--- src/cart_bus_pkg.sv ---
`default_nettype none

package cart_bus_pkg;

	// CPU bus as seen on the cartridge edge.
	localparam int CPU_ADDR_W = 16;

	// PPU bus, 16 KB of address space.
	localparam int PPU_ADDR_W = 14;

	// PRG ROM, eight 32 KB banks.
	localparam int PRG_ADDR_W = 18;

	// CHR memory, up to 512 KB.
	localparam int CHR_ADDR_W = 19;

	// Bank number above the 1 KB window offset.
	localparam int CHR_BANK_W = 9;

	// Address bits 14..8 of the index/data pair.
	// The pair sits at 0x4100 and mirrors through the page.
	localparam logic [6:0] REG_PAGE = 7'h41;

endpackage

`default_nettype wire

--- src/sachen_map_pkg.sv ---
`default_nettype none

package sachen_map_pkg;

	// Bank register file.
	localparam int REG_W = 3;
	localparam int REG_COUNT = 8;

	// Width of the index that picks one register.
	localparam int REG_SEL_W = $clog2(REG_COUNT);

	// Supported board variants.
	localparam logic [7:0] MAP_137 = 8'd137;
	localparam logic [7:0] MAP_138 = 8'd138;
	localparam logic [7:0] MAP_139 = 8'd139;
	localparam logic [7:0] MAP_141 = 8'd141;

	// Registers 0 to 3 are the CHR banks proper.
	// High CHR bits shared by all four slots.
	localparam int REG_HIGH = 4;
	// 32 KB PRG bank.
	localparam int REG_PRG = 5;
	// Extra CHR bit, used by 137 only.
	localparam int REG_EXT = 6;
	// Bit 0 simple mode, bits 2..1 mirroring.
	localparam int REG_MODE = 7;

	// Save-state map.
	// Addresses 0 to 7 hold the bank registers.
	localparam logic [7:0] SS_REG_ADDR = 8'd8;
	localparam logic [7:0] SS_IDX_ADDR = 8'd127;

	// Whole register file as one packed value.
	typedef logic [REG_COUNT-1:0][REG_W-1:0] bank_regs_t;

endpackage

`default_nettype wire

--- src/map_sachen8259.sv ---
`default_nettype none

module map_sachen8259
	import cart_bus_pkg::*, sachen_map_pkg::*;
(
	input  wire                    m2,
	input  wire                    map_rst,

	input  wire [CPU_ADDR_W-1:0]   cpu_addr,
	input  wire [7:0]              cpu_dat,
	input  wire                    cpu_rw,
	input  wire                    cpu_ce,

	input  wire [7:0]              map_idx,
	input  wire                    cfg_chr_ram,

	input  wire [PPU_ADDR_W-1:0]   ppu_addr,
	input  wire                    ppu_oe,
	input  wire                    ppu_we,

	input  wire                    ss_act,
	input  wire                    ss_we,
	input  wire [7:0]              ss_addr,

	output logic [PRG_ADDR_W-1:0]  prg_addr,
	output logic                   prg_oe,
	output logic                   rom_ce,

	output logic [CHR_ADDR_W-1:0]  chr_addr,
	output logic                   chr_oe,
	output logic                   chr_we,
	output logic                   chr_ce,

	output logic                   ciram_a10,
	output logic                   ciram_ce,

	output logic [7:0]             ss_rdat
);

	// Register file, from the CPU side to the PPU side.
	wire bank_regs_t regs;

	sachen_cpu_side sachen_cpu_side_i (
		.m2       (m2),
		.map_rst  (map_rst),
		.cpu_addr (cpu_addr),
		.cpu_dat  (cpu_dat),
		.cpu_rw   (cpu_rw),
		.cpu_ce   (cpu_ce),
		.map_idx  (map_idx),
		.ss_act   (ss_act),
		.ss_we    (ss_we),
		.ss_addr  (ss_addr),
		.ss_rdat  (ss_rdat),
		.regs     (regs),
		.prg_addr (prg_addr),
		.prg_oe   (prg_oe),
		.rom_ce   (rom_ce)
	);

	sachen_ppu_map sachen_ppu_map_i (
		.regs        (regs),
		.map_idx     (map_idx),
		.cfg_chr_ram (cfg_chr_ram),
		.ppu_addr    (ppu_addr),
		.ppu_oe      (ppu_oe),
		.ppu_we      (ppu_we),
		.chr_addr    (chr_addr),
		.chr_oe      (chr_oe),
		.chr_we      (chr_we),
		.chr_ce      (chr_ce),
		.ciram_a10   (ciram_a10),
		.ciram_ce    (ciram_ce)
	);

endmodule

`default_nettype wire

--- src/sachen_cpu_side.sv ---
`default_nettype none

module sachen_cpu_side
	import cart_bus_pkg::*, sachen_map_pkg::*;
(
	input  wire                    m2,
	input  wire                    map_rst,

	// CPU bus.
	input  wire [CPU_ADDR_W-1:0]   cpu_addr,
	input  wire [7:0]              cpu_dat,
	input  wire                    cpu_rw,
	input  wire                    cpu_ce,

	input  wire [7:0]              map_idx,

	// Save-state port.
	input  wire                    ss_act,
	input  wire                    ss_we,
	input  wire [7:0]              ss_addr,
	output logic [7:0]             ss_rdat,

	output bank_regs_t             regs,

	// PRG ROM.
	output logic [PRG_ADDR_W-1:0]  prg_addr,
	output logic                   prg_oe,
	output logic                   rom_ce
);

	// Index register of the index/data pair.
	logic [REG_SEL_W-1:0] reg_addr;

	logic reg_page_hit;
	logic reg_we;
	logic ss_reg_hit;

	// Index at even addresses, data at odd ones.
	assign reg_page_hit = cpu_addr[14:8] == REG_PAGE;
	assign reg_we = cpu_ce && !cpu_rw && reg_page_hit;

	assign ss_reg_hit = ss_addr < 8'(REG_COUNT);

	// Registers change on the falling edge of m2.
	// The data bus is stable there for a CPU write.
	always_ff @(negedge m2)
	begin
		if (map_rst)
		begin
			reg_addr <= '0;
			regs <= '0;
		end
		else if (ss_act)
		begin
			// State restore takes the bus, so CPU writes are dropped.
			if (ss_we && ss_reg_hit)
				regs[ss_addr[REG_SEL_W-1:0]] <= cpu_dat[REG_W-1:0];
			if (ss_we && ss_addr == SS_REG_ADDR)
				reg_addr <= cpu_dat[REG_SEL_W-1:0];
		end
		else if (reg_we)
		begin
			if (!cpu_addr[0])
				reg_addr <= cpu_dat[REG_SEL_W-1:0];
			else
				regs[reg_addr] <= cpu_dat[REG_W-1:0];
		end
	end

	// Save-state readback.
	always_comb
	begin
		if (ss_reg_hit)
			ss_rdat = 8'(regs[ss_addr[REG_SEL_W-1:0]]);
		else if (ss_addr == SS_REG_ADDR)
			ss_rdat = 8'(reg_addr);
		else if (ss_addr == SS_IDX_ADDR)
			ss_rdat = map_idx;
		else
			ss_rdat = 8'hFF;
	end

	// One 32 KB bank over the whole 0x8000-0xFFFF window.
	assign prg_addr = {regs[REG_PRG], cpu_addr[PRG_ADDR_W-REG_W-1:0]};

	assign prg_oe = cpu_rw;

	// cpu_ce marks the register window; ROM answers everywhere else.
	assign rom_ce = !cpu_ce;

endmodule

`default_nettype wire

--- src/sachen_ppu_map.sv ---
`default_nettype none

module sachen_ppu_map
	import cart_bus_pkg::*, sachen_map_pkg::*;
(
	input  wire bank_regs_t        regs,
	input  wire [7:0]              map_idx,
	input  wire                    cfg_chr_ram,

	// PPU bus, strobes active low.
	input  wire [PPU_ADDR_W-1:0]   ppu_addr,
	input  wire                    ppu_oe,
	input  wire                    ppu_we,

	// CHR memory.
	output logic [CHR_ADDR_W-1:0]  chr_addr,
	output logic                   chr_oe,
	output logic                   chr_we,
	output logic                   chr_ce,

	// Console nametable RAM.
	output logic                   ciram_a10,
	output logic                   ciram_ce
);

	// 1 KB slot within a pattern table.
	logic [1:0] slot;

	// Bits 4..3 of the 137 bank.
	logic [1:0] hi_137;

	// Register picked for the 2 KB / 4 KB variants.
	logic [REG_W-1:0] sel;

	logic simple_mode;

	logic [CHR_BANK_W-1:0] bank_137;
	logic [CHR_BANK_W-1:0] bank_138;
	logic [CHR_BANK_W-1:0] bank_139;
	logic [CHR_BANK_W-1:0] bank_141;
	logic [CHR_BANK_W-1:0] bank;

	assign slot = ppu_addr[11:10];
	assign simple_mode = regs[REG_MODE][0];

	// Mapper 137, four 1 KB banks in the lower table.
	always_comb
	begin
		case (slot)
			2'd0: hi_137 = 2'b00;
			2'd1: hi_137 = {1'b0, regs[REG_HIGH][0]};
			2'd2: hi_137 = {1'b0, regs[REG_HIGH][1]};
			default: hi_137 = {regs[REG_EXT][0], regs[REG_HIGH][2]};
		endcase
	end

	// Upper table is fixed to the last 4 KB.
	assign bank_137 = ppu_addr[12] ? CHR_BANK_W'({3'b111, slot}) :
		CHR_BANK_W'({hi_137, regs[slot]});

	// Simple mode repeats register 0 over all four quarters.
	assign sel = simple_mode ? regs[0] : regs[ppu_addr[12:11]];

	// The three others differ only in page size.
	// 138 uses 2 KB pages.
	assign bank_138 = CHR_BANK_W'({regs[REG_HIGH], sel, ppu_addr[10]});
	// 139 uses 8 KB.
	assign bank_139 = CHR_BANK_W'({regs[REG_HIGH], sel, ppu_addr[12:10]});
	// 141 uses 4 KB.
	assign bank_141 = CHR_BANK_W'({regs[REG_HIGH], sel, ppu_addr[11:10]});

	always_comb
	begin
		if (cfg_chr_ram)
			bank = CHR_BANK_W'(ppu_addr[12:10]);
		else
		begin
			case (map_idx)
				MAP_137: bank = bank_137;
				MAP_138: bank = bank_138;
				MAP_139: bank = bank_139;
				MAP_141: bank = bank_141;
				// Unknown numbers fall back to 141 wiring.
				default: bank = bank_141;
			endcase
		end
	end

	assign chr_addr = {bank, ppu_addr[9:0]};

	// Nametable mirroring from bits 2..1 of the mode register.
	always_comb
	begin
		if (simple_mode)
			ciram_a10 = ppu_addr[10];
		else
		begin
			case (regs[REG_MODE][2:1])
				// Vertical.
				2'd0: ciram_a10 = ppu_addr[10];
				// Horizontal.
				2'd1: ciram_a10 = ppu_addr[11];
				// First screen alone, the other three share.
				2'd2: ciram_a10 = |slot;
				default: ciram_a10 = 1'b0;
			endcase
		end
	end

	// Pattern tables below 0x2000, nametables above.
	assign ciram_ce = !ppu_addr[13];
	assign chr_ce = ciram_ce;

	assign chr_oe = !ppu_oe;

	// Only CHR RAM takes writes.
	assign chr_we = cfg_chr_ram && !ppu_we && ciram_ce;

endmodule

`default_nettype wire

--- config.mk ---
export PLATFORM = sky130hd
export DESIGN_NAME = map_sachen8259
export DESIGN_NICKNAME = d
export VERILOG_FILES = /design/src/cart_bus_pkg.sv /design/src/sachen_map_pkg.sv /design/src/map_sachen8259.sv /design/src/sachen_cpu_side.sv /design/src/sachen_ppu_map.sv
export SDC_FILE = /design/constraint.sdc
export NUM_CORES = 1
export LEC_CHECK = 0
export ABC_AREA = 1
export BUFFER_PORTS_ARGS = -buffer_cell sky130_fd_sc_hd__buf_4
export CAP_MARGIN = 20
export CORE_AREA = 5 5 60 116
export DETAILED_ROUTE_END_ITERATION = 10
export DIE_AREA = 0 0 65 121
export PLACE_DENSITY = 0.85
export SLEW_MARGIN = 0
export SYNTH_ARGS = -nofsm -noshare
export SYNTH_HDL_FRONTEND = slang
export SYNTH_SLANG_ARGS = --single-unit
--- constraint.sdc ---
create_clock -name m2 -period 1.25 [get_ports m2]
set_input_delay 0.25 -clock m2 [delete_from_list [all_inputs] [get_ports m2]]
set_output_delay 0.25 -clock m2 [all_outputs]
set_load 0.02 [all_outputs]
==> Word level (Yosys, flattened, before mapping) <==
Index checks and enable logic that the tools add are counted.
{ "totals": {"ff_bits": 27, "input_bits": 63, "wordCells": 79} }
{ "classes": {"n_reduce_logical": 20, "n_eq_ne": 13, "n_lt_le_gt_ge": 7, "mux": 30} }
{ "op_table": {"columns": ["operator", "n"], "rows": [
  ["24-bit two-way mux", 4],
  ["24-bit bitwise mux", 2],
  ["3-bit two-way mux", 10],
  ["9-bit case mux with 3 select lines", 1],
  ["8-bit == test, second input constant", 3],
  ["8-bit two-way mux", 3],
  ["3-bit demux with 3-bit select", 2],
  ["3-bit binary-select mux with 2-bit select", 2],
  ["3-bit binary-select mux with 3-bit select", 1],
  ["9-bit two-way mux", 1],
  ["8-bit by 4-bit == test with 1-bit output, second input constant", 1],
  ["8-bit by 7-bit == test with 1-bit output, second input constant", 1],
  ["1-bit logical AND", 8],
  ["2-bit by 4-bit less-than comparator with 1-bit output, second input constant", 2],
  ["3-bit by 4-bit less-than comparator with 1-bit output, second input constant", 2],
  ["8-bit by 4-bit less-than comparator with 1-bit output, second input constant", 1],
  ["7-bit == test, second input constant", 1],
  ["3-bit by 1-bit >= comparator with 1-bit output, second input constant", 2],
  ["2-bit by 1-bit != test with 1-bit output, second input constant", 3],
  ["2-bit case mux with 3 select lines", 1],
  ["3-bit AND reduction", 2],
  ["1-bit zero test", 5],
  ["5-bit two-way mux", 1],
  ["2-bit by 1-bit == test with 1-bit output, second input constant", 2],
  ["other kinds (6)", 9]
]} }

==> Longest topological paths before layout <==
Gate-level depths: netlist of run 1.
{ "depth": {"word_depth": 8, "mapped_depth": 10} }

==> Hierarchy <==
Synthesis of run 1 repeated with hierarchy kept, for this count alone.
{ "hier_totals": {"hier_cells": 480, "hier_area_um2": 2712.6} }
{ "by_module_without_submodules": {"columns": ["mod", "instances", "area_per_inst_um2", "cells_per_inst", "seq_area_each_um2"], "rows": [
  ["sachen_cpu_side", 1, 1949.4, 324, 540.5],
  ["sachen_ppu_map", 1, 763.2, 156, 0.0]
]} }

==> flow_summary_export.csv, run 1 <==
group,metric,value,unit
clock_tree,htree_levels,1,
global_route,met1_usage,22.2,%
setup_path,critPathKind,"reg2out",
floorplan,fp-row-count,40,
clock_tree,clock_latency,0.37,ns
floorplan,io_pins,115,
place,dp.cells,637,
global_route,overflow,0,
floorplan,dieArea,7870,µm²
yosys,synth_cells,455,
timing,tightest_slew,0.698,ns
final_layout,syn_to_final_growth,89.1,%
final_layout,multiInputGateArea,2120,µm²
final_layout,mostFrequentLayoutCells,"126 x buf_4, 78 x nand2_1, 71 x inv_1",
final_layout,n_antenna_cell,0,
place,dp_hpwl,7140,µm
timing,hold_slack,0.500,ns
setup_path,critical_path.slowest_cell,"dfxtp_1",
drt,ant_nets,0,
timing,drv_slew,0,
pwr,power_density,594,nW/µm²
global_route,gr-usage-met2,50.4,%
global_route,grt_usage,25.7,%
clock_tree,cts_num_sinks,27,
yosys,synthDistinctLibCells,23,
drt,firstDrtPassIters,7,
floorplan,floorplan.die.height,121,µm
floorplan,fp.dieW,65,µm
clock_tree,cts_tree,"done",
pwr,p_sw_share,37.5,%
pwr,internal_power,1750,µW
final_layout,finalCoreUtilization,79.2,%
setup_path,cp_slowest_stage_delay,0.33,ns
setup_path,arrival,2.22,ns
setup_path,end_kind,"primary output",
yosys,synthesis.nets,518,
timing,setup_viol_count_final,48,
setup_path,cp_cell_sequence,"inv_2, nor2_1, nor3_2, nand2_1, nand2_1, nand2_2, buf_6",
clock_tree,cts_buffers,3,
global_route,globalRouteMet3Util,3.43,%
pwr,pwr-share-seq,30.9,%
global_route,top_usage_layer,"met2",
setup_path,reg2reg_slack,-0.46,ns
pwr,p_comb_share,26.6,%
clock_tree,root_buffer,"clkbuf_16",
floorplan,start_util,41.9,%
yosys,syn_area_per_cell,5.49,µm²
yosys,yosysWarnings,0,
place,gp_congestion,0.949,
clock_tree,clockBufferDepth,2,
drt,drc,0,
drt,routedWlPerCell,18.1,µm
run,maxCapViolCount,0,
yosys,syn_area,2500,µm²
final_layout,final_common_cell,"buf_4",
drt,route.final.wire_length,12300,µm
drt,via_per_inst,5.61,
timing,hold_viol,0,
pwr,power.leakage,0.00237,µW
drt,drt_iter0_markers,423,
timing,finClkSkew,0.0254,ns
final_layout,fin_cells,679,
yosys,synth_seq_cells,27,
final_layout,seq_area,566,µm²
timing,slew_headroom,53.4,%
global_route,grt_max_degree,28,
pwr,total_power,2800,µW
place,portBuffers,74,
pwr,p_clk_share,42.5,%
setup_path,critPathTopFamily,"simple AND/OR/NAND/NOR gates",
timing,rsz0062_at_grt,"true",
timing,fin_ws,-1.22,ns
final_layout,fill_cells,358,
pwr,p_sw,1050,µW
clock_tree,cts.clk_slew.worst_paths,0.06,ns
final_layout,final_layout_size_suffix_gt1_share,57.0,%
setup_path,startpoint_type,"flip-flop",
yosys,yosysSeqAreaShare,21.7,%
drt,vias,3812,
global_route,grt_pass1_wl,16200,µm
setup_path,worstPathBufferInverterCount,2,
setup_path,critPathRequiredTime,1.00,ns
final_layout,finalNetCount,680,
setup_path,cp_max_fo,3,
pwr,vdd_drop_max,0.573,mV
outcome,violations,"negative setup slack",
worst_hold_path,hp-class,"in2out",
setup_path,crit_top_cell,"nand2_1",
floorplan,core_area,5960,µm²
outcome,run_status,"complete, but fails checks",
global_route,grt_pass1_vias,3767,
global_route,antenna_found_initial,0,
[routing by layer]
layer  part of all wire, %  up-vias
met4                   8.4        0
met5                     0        -
met3                   6.9       95
met1                    32     1744
li1                      -     1716
met2                    52      257
[power groups by stage]
stage          Clock [µW]  Combinational, µW  Sequential (µW)
2_1_floorplan         137                374              881
3_3_place_gp          137                600              881
3_5_place_dp          137                612              881
4_1_cts              1110                676              869
5_1_grt              1280                784              864
6_report             1190                747              865
[worst register-to-register path, delay by kind of cell, from the launching register on]
family	cells	cell delay (ns)
DFF	1	0.31
AOI/OAI and AO/OA	1	0.58
and+or+nand+nor	5	0.49
buffers and inverters	2	0.27
[registers in the layout, summed over array words and instances (netlist names)]
register,cells
sachen_cpu_side_i.regs,21
sachen_cpu_side_i.prg_addr,3
sachen_cpu_side_i.reg_addr,3
[repair_timing]
item	CTS	global route
setup endpoints to repair	48	48
gates resized for setup	116	75
pin swaps	23	29
hold buffers	0	0
buffers inserted	6	11
[through the flow]
stage          area, µm²  setup TNS (ns)  worst slack, ns
6_report            4720          -29.45            -1.22
5_1_grt             4720          -32.12            -1.21
4_1_cts             4380          -27.41            -1.07
3_5_place_dp        3780          -31.67           -0.830
3_3_place_gp        3780          -29.79           -0.745
2_1_floorplan       2780          -19.59           -0.601
[area by class of cell]
| type | count | area share, % |
|---|---|---|
| Inverter | 70 | 6.10 |
| Multi-Input combinational cell | 318 | 44.9 |
| Sequential cell | 27 | 12.0 |
| Clock buffer | 3 | 1.59 |
| Tap cell | 63 | 1.67 |
| Clock inverter | 28 | 2.33 |
| Timing Repair Buffer | 170 | 31.4 |
[cell usage after synthesis, drive strengths merged]
cell type | count | area share, %
clkinv | 1 | 0.15
nor2 | 87 | 14
o21ai | 22 | 4.6
nand4 | 3 | 0.75
a31oi | 5 | 1.3
nor3 | 5 | 1.0
a21oi | 17 | 3.4
nand3 | 28 | 5.6
o211ai | 1 | 0.50
dfxtp | 27 | 22
buf | 39 | 11
inv | 70 | 11
nand2 | 135 | 22
o22ai | 15 | 3.8
[worst paths after layout]
kind,startpoint,endpoint,cells after the start
min reg2reg,sachen_cpu_side_i.regs[6]$_SDFFE_NP0P_,sachen_cpu_side_i.regs[6]$_SDFFE_NP0P_,4
max,sachen_cpu_side_i.regs[11]$_SDFFE_NP0P_,ss_rdat[2],7
max reg2reg,sachen_cpu_side_i.reg_addr[2]$_SDFFE_NP0P_,sachen_cpu_side_i.regs[7]$_SDFFE_NP0P_,8
min,ppu_addr[0],chr_addr[0],0
[cells by family after synthesis]
group                  after synthesis  synth area share, %
AOI/OAI and AO/OA                   60                 13.5
buffers and inverters              110                 21.5
DFF                                 27                 21.7
and+or+nand+nor                    258                 43.4
Note: power is estimated with default switching activity, not from simulation.
==> inputs of run 2 (changes only) <==
Settings changed: ABC_AREA 1 to unset, CORE_AREA 5 5 60 116 to 5 5 63 121, DIE_AREA 0 0 65 121 to 0 0 68 126, SETUP_SLACK_MARGIN set to 0.2, TNS_END_PERCENT set to 10.
==> run 2 against run 1 <==
  * Sequential cell count did not move
  * Count of clock-buffer cells in the layout stayed put
  * Largest cell class unchanged
  * The run still ends with negative setup slack left
  * Largest power group unchanged
  * Non-clock buffer count grew 27
  * Total power grew 12%
  * Register-to-register slack got worse by 0.32 ns
  * First-iteration DRC count fell by 9.7%
==> flow_summary_export.csv, run 2 <==
group,metric,value,unit
clock_tree,cts_buffers,3,
yosys,netlist.area_leader.share,19.1,%
place,gp_congestion,1.02,
setup_path,critPathKind,"reg2out",
drt,drt_iter0_markers,382,
yosys,synth-simple-area-share,26.1,%
yosys,yosysSeqAreaShare,19.1,%
worst_hold_path,hp-class,"in2out",
setup_path,critPathTopFamily,"multiplexers",
yosys,yosys-top-cells-count,"30 x buf_4, 29 x a21oi_1, 27 x dfxtp_1",
setup_path,cp_slowest_stage_delay,0.46,ns
floorplan,start_util,43.1,%
final_layout,mostFrequentLayoutCells,"169 x buf_4, 40 x inv_1, 27 x a21oi_1",
drt,drc,0,
yosys,yosysWarnings,0,
setup_path,arrival,2.51,ns
global_route,antenna_found_initial,0,
floorplan,dieArea,8570,µm²
yosys,synth_mux_area_share,6.23,%
final_layout,final_common_cell,"buf_4",
place,dp.cells,588,
pwr,pwr-share-seq,28.3,%
setup_path,critPathRequiredTime,1.00,ns
yosys,synth_ff_type,"dfxtp_1",
setup_path,cp_max_fo,2,
final_layout,syn_to_final_growth,66.2,%
place,post-place-ws,-1.52,ns
timing,setup_viol_count_final,48,
drt,vias,4095,
setup_path,end_kind,"primary output",
clock_tree,cts_num_sinks,27,
final_layout,fin_cells,620,
setup_path,reg2reg_depth,4,
clock_tree,cts.clk_slew.worst_paths,0.05,ns
floorplan,fp.dieW,68,µm
place,dp_hpwl,8900,µm
timing,hold_viol,0,
timing,fin_ws,-1.51,ns
yosys,synth_cells,366,
final_layout,largest_register,"sachen_cpu_side_i.regs",
clock_tree,cts_tree,"done",
yosys,synth_fa_ha_area_share,0,%
yosys,synth.area.top_cells,"dfxtp_1 19%, buf_4 8.0%, a32oi_1 6.8%",
clock_tree,ctsHoldBuffers,0,
floorplan,fp-row-count,42,
floorplan,io_pins,115,
timing,drv_slew,0,
yosys,syn_area_per_cell,7.74,µm²
yosys,synth_top_family_by_area,"compound AO/OA/AOI/OAI gates",
pwr,internal_power,2030,µW
global_route,grt_pass1_wl,19900,µm
final_layout,multiInputGateArea,2130,µm²
timing,hold_slack,0.500,ns
setup_path,cp_cell_sequence,"buf_6, mux4_2, a21o_1, o31ai_1, a21oi_1, buf_4",
clock_tree,clock_latency,0.38,ns
drt,routedWlPerCell,21.7,µm
pwr,vdd_drop_max,0.705,mV
yosys,synthDistinctLibCells,68,
drt,via_per_inst,6.60,
clock_tree,root_buffer,"clkbuf_16",
setup_path,crit_cells,6,
drt,firstDrtPassIters,7,
drt,ant_nets,0,
yosys,synth-xor-area-share,0.309,%
global_route,grt_max_degree,40,
yosys,synth_compound_area_share,33.5,%
yosys,synth_most_common_cell,"buf_4",
final_layout,final_layout_size_suffix_gt1_share,49.8,%
pwr,p_comb_share,26.6,%
final_layout,finalCoreUtilization,71.7,%
setup_path,critical_path.slowest_cell,"mux4_2",
outcome,run_status,"complete, but fails checks",
setup_path,worstPathBufferInverterCount,2,
run,maxCapViolCount,0,
floorplan,floorplan.die.height,126,µm
global_route,overflow,0,
drt,route.final.wire_length,13400,µm
timing,fin_tns_setup,-41.52,ns
yosys,yosys.area.top_type,"dfxtp_1",
final_layout,finalNetCount,596,
yosys,synth_seq_cells,27,
floorplan,core_area,6570,µm²
place,portBuffers,74,
timing,slew_headroom,52.4,%
setup_path,startpoint_type,"flip-flop",
clock_tree,clockBufferDepth,2,
pwr,power.leakage,0.00201,µW
yosys,synth_edf_count,0,
outcome,violations,"negative setup slack",
pwr,p_sw,1100,µW
timing,tightest_slew,0.713,ns
yosys,async_flop_share,0,%
final_layout,largest_reg_flops,21,
global_route,grt_pass1_vias,4135,
final_layout,n_antenna_cell,0,
final_layout,seq_area,562,µm²
yosys,synthesis.nets,429,
pwr,p_clk_share,45.1,%
clock_tree,htree_levels,1,
worst_hold_path,whs_path_depth,0,
timing,rsz0062_at_grt,"true",
pwr,p_sw_share,35.2,%
pwr,power_density,666,nW/µm²
global_route,grt_usage,30.1,%
final_layout,fill_cells,442,
timing,finClkSkew,0.0238,ns
yosys,syn_area,2830,µm²
## run 2: path summary, 6_finish.rpt
| path | startpoint | to | slack, ns |
|---|---|---|---|
| worst min register to register | sachen_cpu_side_i.prg_addr[16]$_SDFFE_NP0P_ | sachen_cpu_side_i.prg_addr[16]$_SDFFE_NP0P_ | 0.62 |
| worst max register to register | sachen_cpu_side_i.reg_addr[1]$_SDFFE_NP0P_ | sachen_cpu_side_i.regs[13]$_SDFFE_NP0P_ | -0.78 |
| worst max-delay path | sachen_cpu_side_i.regs[8]$_SDFFE_NP0P_ | chr_addr[12] | -1.51 |
| worst min-delay path | ppu_addr[2] | chr_addr[2] | 0.50 |
## run 2: cells by family after synthesis
| kind of cell | Yosys count |
|---|---|
| AOI/OAI and AO/OA | 130 |
| xor gates and xnor gates | 1 |
| buffers and inverters | 77 |
| DFF | 27 |
| muxes | 16 |
| and+or+nand+nor | 115 |
## run 2: layout make-up
cell class | count | share of cell area (%)
flip-flops and latches | 27 | 11.9
inverters | 15 | 1.25
multi-input cells | 262 | 45.2
repair buffers | 197 | 34.9
well taps | 88 | 2.34
clock inverters | 28 | 2.79
clock buffers | 3 | 1.59
## run 2: repair_timing
action                     CTS  global route
setup endpoints to repair   49            49
setup buffers                2             0
pin swaps                   33            13
gates resized for setup     70            40
## run 2: layer usage
layer  up-vias  GRT usage [%]  wire length [µm]  part of all wire [%]
met2       311           50.9              6890                    51
li1       1767              -                 -                     -
met1      1890           27.2              4210                    31
met3       127           8.11              1040                   7.7
met5         -              0                 0                     0
met4         0           27.8              1300                   9.7
## run 2: power groups by stage
stage / combinational, µW / sequential (µW) / clock (µW)
after floorplan: 400 / 903 / 137
after CTS: 768 / 887 / 1370
after detailed placement: 727 / 901 / 137
after global routing: 874 / 889 / 1500
final: 834 / 889 / 1410
after global placement: 706 / 900 / 137
## run 2: through the flow
stage          power [µW]  area (µm²)
3_3_place_gp         1740        4140
2_1_floorplan        1440        2830
5_1_grt              3260        4710
4_1_cts              3020        4550
6_report             3140        4710
3_5_place_dp         1770        4140
==> inputs of run 3 (changes only) <==
Settings changed: BUFFER_PORTS_ARGS -buffer_cell sky130_fd_sc_hd__buf_4 to -buffer_cell sky130_fd_sc_hd__buf_2.
==> run 3 against run 2 <==
  * The flow still finishes with violations (negative setup slack)
  * Clock power shrank 21%
  * Sequential cell count stayed put
  * Sequential share of layout area grew 0.46 points
  * Utilization shrank 3.3 points
  * Die area unchanged
  * Critical path depth fell by 2
  * Count of clock-buffer cells in the layout did not move
==> flow_summary_export.csv, run 3 (same netlist as run 2, synthesis figures left out) <==
group,metric,value,unit
clock_tree,root_buffer,"clkbuf_16",
drt,route.final.wire_length,13300,µm
setup_path,critical_path.slowest_cell,"o32ai_4",
floorplan,io_pins,115,
outcome,run_status,"complete, but fails checks",
setup_path,critPathKind,"reg2out",
timing,hold_slack,0.500,ns
final_layout,finalNetCount,585,
clock_tree,cts_num_sinks,27,
worst_hold_path,hp-class,"in2out",
outcome,violations,"negative setup slack",
floorplan,core_area,6570,µm²
place,portBuffers,74,
timing,slew_headroom,68.0,%
setup_path,cp_max_fo,6,
setup_path,end_kind,"primary output",
pwr,internal_power,1770,µW
clock_tree,clockBufferDepth,2,
final_layout,fill_cells,449,
setup_path,startpoint_type,"flip-flop",
pwr,p_sw_share,36.3,%
timing,setup_viol_count_final,48,
final_layout,n_antenna_cell,0,
timing,tightest_slew,0.480,ns
clock_tree,clock_latency,0.37,ns
global_route,overflow,0,
drt,routedWlPerCell,21.8,µm
clock_tree,cts_tree,"done",
global_route,antenna_found_initial,0,
drt,vias,4144,
pwr,vdd_drop_max,0.638,mV
global_route,grt_usage,29.1,%
drt,firstDrtPassIters,7,
drt,ant_nets,0,
final_layout,finalCoreUtilization,68.4,%
setup_path,arrival,2.48,ns
final_layout,multiInputGateArea,2130,µm²
pwr,power.leakage,0.00191,µW
pwr,power_density,620,nW/µm²
timing,fin_ws,-1.48,ns
clock_tree,htree_levels,1,
drt,drc,0,
drt,via_per_inst,6.80,
pwr,pwr-share-seq,32.0,%
final_layout,syn_to_final_growth,58.6,%
global_route,grt_max_degree,44,
floorplan,fp.dieW,68,µm
setup_path,cp_cell_sequence,"o32ai_4, o221ai_2, a221oi_2, buf_4",
final_layout,mostFrequentLayoutCells,"96 x buf_4, 54 x buf_2, 41 x inv_1",
final_layout,seq_area,557,µm²
place,dp_hpwl,8600,µm
setup_path,critPathRequiredTime,1.00,ns
floorplan,floorplan.die.height,126,µm
place,gp_congestion,0.984,
pwr,p_comb_share,28.2,%
final_layout,final_common_cell,"buf_4",
pwr,p_clk_share,39.8,%
timing,hold_viol,0,
clock_tree,cts.clk_slew.worst_paths,0.03,ns
global_route,grt_pass1_wl,19500,µm
floorplan,fp-row-count,42,
final_layout,largest_register,"sachen_cpu_side_i.regs",
final_layout,final_layout_size_suffix_gt1_share,48.0,%
drt,drt_iter0_markers,458,
pwr,p_sw,1010,µW
floorplan,start_util,43.1,%
final_layout,largest_reg_flops,21,
run,maxCapViolCount,0,
clock_tree,cts_buffers,3,
timing,finClkSkew,0.0224,ns
timing,rsz0062_at_grt,"true",
timing,drv_slew,0,
setup_path,cp_slowest_stage_delay,0.49,ns
floorplan,dieArea,8570,µm²
global_route,grt_pass1_vias,4088,
==> run 3: changes by cell type in the layout (fill, tap and decap cells not counted), moves of 2 or more <==
cell,delta
nand3_2,-2
dfxtp_2,-4
dfxtp_1,+4
buf_4,-73
or4b_4,-2
buf_6,+6
o21ai_1,+3
o21ai_0,-4
a211oi_1,+2
a211oi_2,-2
buf_2,+54
==> run 3: cell type report <==
type / instances / area share [%]
inverter: 15 / 1.25
clock buffer: 3 / 1.67
sequential: 27 / 12.4
clock inverter: 28 / 2.34
multi-input combinational: 262 / 47.5
timing repair buffer: 186 / 32.4
tap: 88 / 2.45
==> run 3: what timing repair did <==
item,CTS,global route
setup buffers,1,3
gates cloned,0,0
pin swaps,35,8
endpoints found under the setup margin,49,49
resized for setup,108,30
hold buffers,0,0
==> run 3: worst paths after layout <==
| check | start | to | slack [ns] | cells after the start |
|---|---|---|---|---|
| setup reg to reg | sachen_cpu_side_i.reg_addr[2]$_SDFFE_NP0P_ | sachen_cpu_side_i.regs[8]$_SDFFE_NP0P_ | -0.69 | 5 |
| hold / removal | ppu_addr[0] | chr_addr[0] | 0.50 | 0 |
| hold reg to reg | sachen_cpu_side_i.regs[6]$_SDFFE_NP0P_ | sachen_cpu_side_i.regs[6]$_SDFFE_NP0P_ | 0.63 | 3 |
| setup / recovery | sachen_cpu_side_i.regs[21]$_SDFFE_NP0P_ | chr_addr[13] | -1.48 | 4 |
==> run 3: worst max-delay path: cells and delay by family (launching register included) <==
kind | cells | cell delay (ns)
DFF | 1 | 0.37
AOI/OAI and AO/OA | 3 | 0.93
buffers and inverters | 1 | 0.19
==> run 3: stage by stage <==
step	setup slack (ns)	instances	total power (µW)	area (µm²)	TNS [ns]
2_1_floorplan	-1.21	366	1440	2830	-42.13
3_3_place_gp	-1.45	575	1670	3850	-50.99
3_5_place_dp	-1.49	575	1680	3850	-52.43
4_1_cts	-1.36	606	2730	4370	-40.46
5_1_grt	-1.63	609	2940	4490	-44.14
6_report	-1.48	609	2790	4490	-42.78
==> run 3: power groups by stage <==
stage / combinational, µW / sequential [µW] / clock (µW)
CTS: 725 / 888 / 1110
floorplan: 400 / 903 / 137
global placement: 628 / 901 / 137
finish: 787 / 891 / 1110
detailed placement: 647 / 901 / 137
global route: 821 / 890 / 1230
==> run 3: per-layer routing <==
| metal | track usage, % | vias to the layer above | routed length (µm) |
|---|---|---|---|
| li1 | - | 1752 | - |
| met4 | 22.3 | 0 | 1050 |
| met5 | 0 | - | 0 |
| met3 | 6.95 | 117 | 1350 |
| met1 | 28.0 | 1883 | 4140 |
| met2 | 50.1 | 392 | 6750 |
